File: config.mk
export PLATFORM = sky130hd
export DESIGN_NAME = fir2d_top
export DESIGN_NICKNAME = d
export VERILOG_FILES = /design/src/source/fir2d_pkg.sv /design/src/source/fir2d_window.sv /design/src/source/fir2d_coef_bank.sv /design/src/source/fir2d_mac.sv /design/src/source/fir2d_top.sv
export VERILOG_INCLUDE_DIRS = /design/src /design/src/include
export SDC_FILE = /design/constraint.sdc
export NUM_CORES = 2
export LEC_CHECK = 0
export ABC_AREA = 1
export BUFFER_PORTS_ARGS = -buffer_cell sky130_fd_sc_hd__buf_2
export CORE_MARGIN = 1.5
export CORE_UTILIZATION = 59
export CTS_CLUSTER_DIAMETER = 200
export DETAILED_ROUTE_END_ITERATION = 8
export PLACE_DENSITY = 0.78
export SLEW_MARGIN = 20
export SYNTH_ARGS = -nofsm -noshare
export SYNTH_HDL_FRONTEND = slang
export SYNTH_HIERARCHICAL = 1
export SYNTH_SLANG_ARGS = --single-unit
File: constraint.sdc
create_clock -name clk_i -period 8.6 [get_ports clk_i]
set_clock_uncertainty 0.05 [all_clocks]
set_input_delay 0.43 -clock clk_i [delete_from_list [all_inputs] [get_ports clk_i]]
set_output_delay 0.43 -clock clk_i [all_outputs]
set_load 0.01 [all_outputs]
File: src/include/fir2d_config.svh
`ifndef FIR2D_CONFIG_SVH
`define FIR2D_CONFIG_SVH

// datapath widths
`define FIR2D_PIX_W   8
`define FIR2D_COEF_W  9   // signed
`define FIR2D_ACC_W   21  // nine full-scale products fit
`define FIR2D_SHIFT_W 4

// geometry
`define FIR2D_LINE_W  16  // pixels per line
`define FIR2D_TAPS    9   // 3x3 kernel

// config port
// taps at 0..8 in row-major order, shift at 9
`define FIR2D_ADDR_W  4

// centre tap after reset, every other tap and the shift start at 0
`define FIR2D_RESET_CENTER 1

`endif

File: src/source/fir2d_pkg.sv
`include "fir2d_config.svh"

package fir2d_pkg;

  typedef logic        [`FIR2D_PIX_W-1:0]   pixel_t;
  typedef logic signed [`FIR2D_COEF_W-1:0]  coef_t;
  typedef logic signed [`FIR2D_ACC_W-1:0]   acc_t;
  typedef logic        [`FIR2D_SHIFT_W-1:0] shift_t;

  // row 0 is the oldest line, column 0 the oldest pixel
  typedef pixel_t [`FIR2D_TAPS-1:0] window_t;
  typedef coef_t  [`FIR2D_TAPS-1:0] coef_set_t;

  typedef enum logic [1:0] {
    CFG_NOP    = 2'd0,
    CFG_WRITE  = 2'd1,  // load one shadow entry
    CFG_COMMIT = 2'd2   // shadow -> active
  } cfg_op_e;

endpackage

File: src/source/fir2d_window.sv
`include "fir2d_config.svh"

module fir2d_window (
  input  logic               clk_i,
  input  logic               rst_n_i,
  input  logic               advance_i,
  input  logic               din_valid_i,
  input  logic               din_sop_i,
  input  logic               din_eop_i,
  input  fir2d_pkg::pixel_t  din_data_i,
  output logic               win_valid_o,
  output logic               win_sop_o,
  output logic               win_eop_o,
  output fir2d_pkg::window_t win_o
);

  localparam int K     = 3;
  localparam int COL_W = $clog2(`FIR2D_LINE_W);
  localparam int ROW_W = 8;

  logic             accept;
  logic [COL_W-1:0] col_q;
  logic [COL_W-1:0] col_cur;
  logic [ROW_W-1:0] row_q;
  logic [ROW_W-1:0] row_cur;
  logic             line_end;

  fir2d_pkg::pixel_t line_mem [2][`FIR2D_LINE_W];  // [0] one line back, [1] two lines back
  fir2d_pkg::pixel_t col_pix  [K];                 // current column, top = oldest line
  fir2d_pkg::pixel_t tap_q    [K][K-1];            // two previous columns per row

  assign accept   = advance_i & din_valid_i;
  assign col_cur  = din_sop_i ? '0 : col_q;  // sop restarts the frame on this beat
  assign row_cur  = din_sop_i ? '0 : row_q;
  assign line_end = (col_cur == COL_W'(`FIR2D_LINE_W - 1));

  always_ff @(posedge clk_i or negedge rst_n_i) begin
    if (!rst_n_i) begin
      col_q <= '0;
      row_q <= '0;
    end else if (accept) begin
      col_q <= line_end ? '0 : col_cur + COL_W'(1);
      // row saturates, only rows 0..2 matter
      if (line_end && row_cur != '1)
        row_q <= row_cur + ROW_W'(1);
      else
        row_q <= row_cur;
    end
  end

  // line delays, one shift per accepted pixel
  always_ff @(posedge clk_i) begin
    if (accept) begin
      line_mem[0][0] <= din_data_i;
      line_mem[1][0] <= line_mem[0][`FIR2D_LINE_W-1];
      for (int i = 1; i < `FIR2D_LINE_W; i++) begin
        line_mem[0][i] <= line_mem[0][i-1];
        line_mem[1][i] <= line_mem[1][i-1];
      end
    end
  end

  assign col_pix[0] = line_mem[1][`FIR2D_LINE_W-1];
  assign col_pix[1] = line_mem[0][`FIR2D_LINE_W-1];
  assign col_pix[K-1] = din_data_i;  // newest line is live

  always_ff @(posedge clk_i) begin
    if (accept) begin
      for (int r = 0; r < K; r++) begin
        tap_q[r][0] <= tap_q[r][1];
        tap_q[r][1] <= col_pix[r];
      end
    end
  end

  // newest pixel ends up in the bottom-right cell
  always_comb begin
    for (int r = 0; r < K; r++) begin
      win_o[K*r]     = tap_q[r][0];
      win_o[K*r + 1] = tap_q[r][1];
      win_o[K*r + 2] = col_pix[r];
    end
  end

  assign win_valid_o = accept & (row_cur >= ROW_W'(2)) & (col_cur >= COL_W'(2));
  assign win_sop_o   = win_valid_o & (row_cur == ROW_W'(2)) & (col_cur == COL_W'(2));
  assign win_eop_o   = win_valid_o & din_eop_i;

endmodule

File: src/source/fir2d_coef_bank.sv
`include "fir2d_config.svh"

module fir2d_coef_bank (
  input  logic                     clk_i,
  input  logic                     rst_n_i,
  input  fir2d_pkg::cfg_op_e       cfg_op_i,
  input  logic [`FIR2D_ADDR_W-1:0] cfg_addr_i,
  input  fir2d_pkg::coef_t         cfg_data_i,
  output fir2d_pkg::coef_set_t     coef_o,
  output fir2d_pkg::shift_t        shift_o
);

  localparam int CENTER = `FIR2D_TAPS / 2;
  localparam logic [`FIR2D_ADDR_W-1:0] SHIFT_ADDR = `FIR2D_TAPS;

  // identity kernel
  localparam fir2d_pkg::coef_set_t RESET_COEF =
    fir2d_pkg::coef_set_t'(`FIR2D_RESET_CENTER) << (CENTER * `FIR2D_COEF_W);

  fir2d_pkg::coef_set_t shadow_coef;
  fir2d_pkg::shift_t    shadow_shift;

  always_ff @(posedge clk_i or negedge rst_n_i) begin
    if (!rst_n_i) begin
      shadow_coef  <= RESET_COEF;
      shadow_shift <= '0;
      coef_o       <= RESET_COEF;
      shift_o      <= '0;
    end else begin
      case (cfg_op_i)
        fir2d_pkg::CFG_WRITE: begin
          if (cfg_addr_i < SHIFT_ADDR)
            shadow_coef[cfg_addr_i] <= cfg_data_i;
          else if (cfg_addr_i == SHIFT_ADDR)
            shadow_shift <= cfg_data_i[`FIR2D_SHIFT_W-1:0];
          // anything above the shift address is dropped
        end
        fir2d_pkg::CFG_COMMIT: begin
          coef_o  <= shadow_coef;   // whole set at once
          shift_o <= shadow_shift;
        end
        default: begin
        end
      endcase
    end
  end

endmodule

File: src/source/fir2d_mac.sv
`include "fir2d_config.svh"

module fir2d_mac (
  input  logic                 clk_i,
  input  logic                 rst_n_i,
  input  logic                 advance_i,
  input  logic                 win_valid_i,
  input  logic                 win_sop_i,
  input  logic                 win_eop_i,
  input  fir2d_pkg::window_t   win_i,
  input  fir2d_pkg::coef_set_t coef_i,
  input  fir2d_pkg::shift_t    shift_i,
  output logic                 dout_valid_o,
  output logic                 dout_sop_o,
  output logic                 dout_eop_o,
  output fir2d_pkg::pixel_t    dout_data_o
);

  localparam int K = 3;
  localparam fir2d_pkg::acc_t PIX_MAX = fir2d_pkg::acc_t'((1 << `FIR2D_PIX_W) - 1);

  fir2d_pkg::acc_t   prod_q [`FIR2D_TAPS];
  fir2d_pkg::acc_t   row_q  [K];
  fir2d_pkg::acc_t   total;
  fir2d_pkg::acc_t   scaled;
  fir2d_pkg::pixel_t clamped;

  // stage flags, [0] after stage 1, [1] after stage 2
  logic [1:0] vld_q;
  logic [1:0] sop_q;
  logic [1:0] eop_q;

  // stage 1 : products, pixel taken as unsigned
  always_ff @(posedge clk_i) begin
    if (advance_i) begin
      for (int i = 0; i < `FIR2D_TAPS; i++)
        prod_q[i] <= $signed({1'b0, win_i[i]}) * $signed(coef_i[i]);
    end
  end

  // stage 2 : one sum per window row
  always_ff @(posedge clk_i) begin
    if (advance_i) begin
      for (int r = 0; r < K; r++)
        row_q[r] <= prod_q[K*r] + prod_q[K*r + 1] + prod_q[K*r + 2];
    end
  end

  // stage 3 input
  always_comb begin
    total  = row_q[0] + row_q[1] + row_q[2];
    scaled = total >>> shift_i;  // arithmetic, keeps the sign
    if (scaled < 0)
      clamped = '0;
    else if (scaled > PIX_MAX)
      clamped = '1;
    else
      clamped = scaled[`FIR2D_PIX_W-1:0];
  end

  always_ff @(posedge clk_i) begin
    if (advance_i)
      dout_data_o <= clamped;
  end

  // flags ride alongside the data
  always_ff @(posedge clk_i or negedge rst_n_i) begin
    if (!rst_n_i) begin
      vld_q        <= '0;
      sop_q        <= '0;
      eop_q        <= '0;
      dout_valid_o <= 1'b0;
      dout_sop_o   <= 1'b0;
      dout_eop_o   <= 1'b0;
    end else if (advance_i) begin
      vld_q        <= {vld_q[0], win_valid_i};
      sop_q        <= {sop_q[0], win_sop_i};
      eop_q        <= {eop_q[0], win_eop_i};
      dout_valid_o <= vld_q[1];
      dout_sop_o   <= sop_q[1];
      dout_eop_o   <= eop_q[1];
    end
  end

endmodule

File: src/source/fir2d_top.sv
`include "fir2d_config.svh"

module fir2d_top (
  input  logic                     clk_i,
  input  logic                     rst_n_i,
  input  logic                     din_valid_i,
  output logic                     din_ready_o,
  input  logic                     din_sop_i,
  input  logic                     din_eop_i,
  input  fir2d_pkg::pixel_t        din_data_i,
  output logic                     dout_valid_o,
  input  logic                     dout_ready_i,
  output logic                     dout_sop_o,
  output logic                     dout_eop_o,
  output fir2d_pkg::pixel_t        dout_data_o,
  input  fir2d_pkg::cfg_op_e       cfg_op_i,
  input  logic [`FIR2D_ADDR_W-1:0] cfg_addr_i,
  input  fir2d_pkg::coef_t         cfg_data_i
);

  logic                 advance;
  logic                 win_valid;
  logic                 win_sop;
  logic                 win_eop;
  fir2d_pkg::window_t   window;
  fir2d_pkg::coef_set_t coef;
  fir2d_pkg::shift_t    shift;

  // whole pipeline freezes while a result waits at the output
  assign advance     = !(dout_valid_o && !dout_ready_i);
  assign din_ready_o = advance;

  fir2d_window i_window (
    .clk_i       (clk_i),
    .rst_n_i     (rst_n_i),
    .advance_i   (advance),
    .din_valid_i (din_valid_i),
    .din_sop_i   (din_sop_i),
    .din_eop_i   (din_eop_i),
    .din_data_i  (din_data_i),
    .win_valid_o (win_valid),
    .win_sop_o   (win_sop),
    .win_eop_o   (win_eop),
    .win_o       (window)
  );

  fir2d_coef_bank i_coef_bank (
    .clk_i      (clk_i),
    .rst_n_i    (rst_n_i),
    .cfg_op_i   (cfg_op_i),
    .cfg_addr_i (cfg_addr_i),
    .cfg_data_i (cfg_data_i),
    .coef_o     (coef),
    .shift_o    (shift)
  );

  fir2d_mac i_mac (
    .clk_i        (clk_i),
    .rst_n_i      (rst_n_i),
    .advance_i    (advance),
    .win_valid_i  (win_valid),
    .win_sop_i    (win_sop),
    .win_eop_i    (win_eop),
    .win_i        (window),
    .coef_i       (coef),
    .shift_i      (shift),
    .dout_valid_o (dout_valid_o),
    .dout_sop_o   (dout_sop_o),
    .dout_eop_o   (dout_eop_o),
    .dout_data_o  (dout_data_o)
  );

endmodule

==> results.txt <==
Leakage dissipation: 0.02851 uW
WP data arrival: 5720 ps
Root Driver: clkbuf_16
Filler cells: 6712
Max_cap viols: 0
CTS tree: yes
H-tree levels: 3
Pin count of the biggest net entering global routing: 153
Die area: 89770 um^2
Clk buf depth: 3
DRT antenna net count: 0
Ys flop type: edfxtp_1
Number of flops mapped to enable cells by yosys: 505
Mapped Area: 51910 um^2
TritonRoute pass-1 iters: 6
Pwr/cell area: 382.3 nW/um^2
GR Overflow Total: 0
Synth Instances: 5024
Slew Limit Fails: 0
Cell variety after synth: 58
Final setup fails: 0
Peak supply drop: 322.6 uV
Syn_area_per_cell: 10.33 um^2
Multi-input logic area: 27070 um^2
Port-buffer cells: 40
RSZ-0062 raised after global routing: false
CP endpoint kind: register
Die W: 299.6 um
Commonest cells in the netlist: 1065 x nand2_1, 978 x inv_1, 554 x ha_1, 505 x edfxtp_1, 465 x fa_1
Clock-pin slew on the worst setup and hold paths: 60 ps
Register area: 19950 um^2
Total CTS buffers: 76
Worst skew pair latency: 630 ps
Die Y-Extent: 299.6 um
Wirelength per Cell: 17.57 um
Status: complete, no violations
Mapped Nets: 6072
Vias in the first global route: 34060
#FFs+latches synth: 696
Final Hold Viols: 0
Fmax: 184.9 MHz
Top-count cell post-synth: nand2_1
Count of clock tree sinks: 696
Remaining DRCs: 0
Ys async rst share: 27.44%
Iter 0 DRT Violations: 2131
Crit-path max FO: 10
Initial antenna violation count: 7
Via/cell ratio: 5.330
Resized cells post-CTS: 0
Setup bufs post-CTS: 0
Gp weighted congestion: 0.9115
First-pass GRT wire length: 177.1 mm
Number of instances in the placed design: 5991
Total Nets Final: 5963
Worst EP required: 8920 ps
Initial core utilization: 59.65%
Yosys warning total: 6
Setup Total Neg Slack: 0 ps
R2R setup slack: 3190 ps
Top-area cell type share of the netlist area: 29.21%
Hold Crit Class: input pin to register
Slew HR: 32.36%
Startpoint types: register
Largest area contributor in the netlist: edfxtp_1
Final wirelength: 107.8 mm
Slew @ Worst Pin: 1015 ps
Area grow syn2layout: 5.937%
Top cells by area, synth: edfxtp_1 29%, fa_1 18%, ha_1 13%
Num rows: 108
Total GRT Usage: 25.01%
Layout cell share with drive strength beyond 1: 7.250%
Via Count: 32700
Post-synthesis sequential area ratio: 38.43%
I/O pin cnt: 41
Kind of critical path: register to register
Period utilization: 62.89%
Floorplan core area: 87020 um^2
Fin crit period: 5408 ps
Detailed Place HPWL: 81.97 mm
Non-Filler Instances: 6135
==> placed cells by master, fill, tap and decap left out, drive strengths merged, types with 130 or more instances in the layout <==
cell    instances
o21ai         142
nor2          130
nand3         155
ha            554
xor2          132
edfxtp        505
dfrtp         189
inv          1001
a21oi         162
nand2        1086
fa            465
==> cell families (layout without fill, tap and decap cells) <==
kind of cell    Yosys count  count (layout)  synth area share (%)
xor+xnor                171             171                 2.885
fa+ha+maj              1019            1019                 31.29
compound gates          346             346                 3.558
simple gates           1489            1489                 12.27
buf+inv                1223            1178                 9.465
mux                      80              80                 2.109
other cells               0               1                     0
flops                   696             696                 38.43
==> timing repair <==
action                                  in CTS  in global routing
hold buffers                                 1                  0
endpoints found under the setup margin       0                  0
hold endpoints to repair                    52                  0
==> final cells by class <==
class                   instances  share of cell area (%)
flip-flops and latches        696                   36.27
well taps                    1155                   2.628
repair buffers                 50                  0.5279
inverters                     986                   6.748
diodes                          1                0.004551
multi-input cells            3105                   49.23
clock buffers                  91                   3.695
clock inverters                51                  0.8919
==> stage by stage <==
| stage | util (%) | total power [uW] | worst slack, ps | area [um^2] | hold WS [ps] |
|---|---|---|---|---|---|
| global route | 63.19 | 23060 | 2789 | 54990 | 70.47 |
| detailed placement | 60.27 | 17640 | 3206 | 52450 | 354.5 |
| finish | 63.19 | 21030 | 3192 | 54990 | 85.82 |
| global placement | 60.27 | 17290 | 3278 | 52450 | 350.9 |
| CTS | 63.18 | 21090 | 3215 | 54990 | 49.76 |
| floorplan | - | 14430 | 2386 | 51910 | 84.41 |
==> power breakdown <==
part	switching, uW	internal [uW]
Sequential	785	4950
Clock	1380	1900
Combinational	7350	4650
==> critical path, stage by stage (launching register included) <==
cell	delay, ps
edfxtp_1	540
or2_2	370
fa_1	460
fa_1	490
inv_1	50
fa_1	440
fa_1	510
fa_1	420
ha_1	370
nand3_1	110
nand2_1	130
a21oi_1	80
o21ai_0	240
a21oi_1	100
o21ai_0	250
nand2_1	90
nand2_1	100
a21oi_1	70
nor2_1	90
nor2_1	50
xor2_1	140
==> sequential cells by signal, summed over array words and instances (netlist names), 2 cells and up <==
| name | flops |
|---|---|
| i_window/tap_q | 17 |
| i_mac/prod_q | 162 |
| i_mac/vld_q | 2 |
| i_coef_bank/shadow_coef | 81 |
| i_window/line_mem | 255 |
| i_mac/dout_data_o | 8 |
| i_mac/eop_q | 2 |
| i_window/row_q | 8 |
| i_mac/sop_q | 2 |
| i_mac/row_q | 63 |
| i_window/col_q | 4 |
| i_coef_bank/coef_o | 81 |
| i_coef_bank/shadow_shift | 4 |
| i_coef_bank/shift_o | 4 |
==> metal layers <==
layer / global-route usage [%] / vias up / share of wire (%)
met3: 3.812 / 194 / 5.8
li1: - / 15560 / -
met5: 0 / - / 0.010
met2: 41.45 / 942 / 48
met1: 33.84 / 16000 / 43
met4: 8.610 / 2 / 3.5
==> final timing paths <==
path	startpoint	to	depth (start not counted)
min in group asynchronous	rst_n_i	i_window/row_q[1]$_DFFE_PN0P_	2
hold reg to reg	i_window/line_mem[0][17]$_DFFE_PP_	i_window/line_mem[0][9]$_DFFE_PP_	0
hold / removal	din_data_i[1]	i_window/line_mem[0][121]$_DFFE_PP_	1
setup / recovery	i_window/tap_q[0][0]$_DFFE_PP_	i_mac/prod_q[0][41]$_DFFE_PP_	20
setup reg to reg	i_window/tap_q[0][0]$_DFFE_PP_	i_mac/prod_q[0][41]$_DFFE_PP_	20
max in group asynchronous	rst_n_i	i_coef_bank/coef_o[8]$_DFFE_PN0N_	3
No activity file was read; power rests on OpenSTA's default activity.
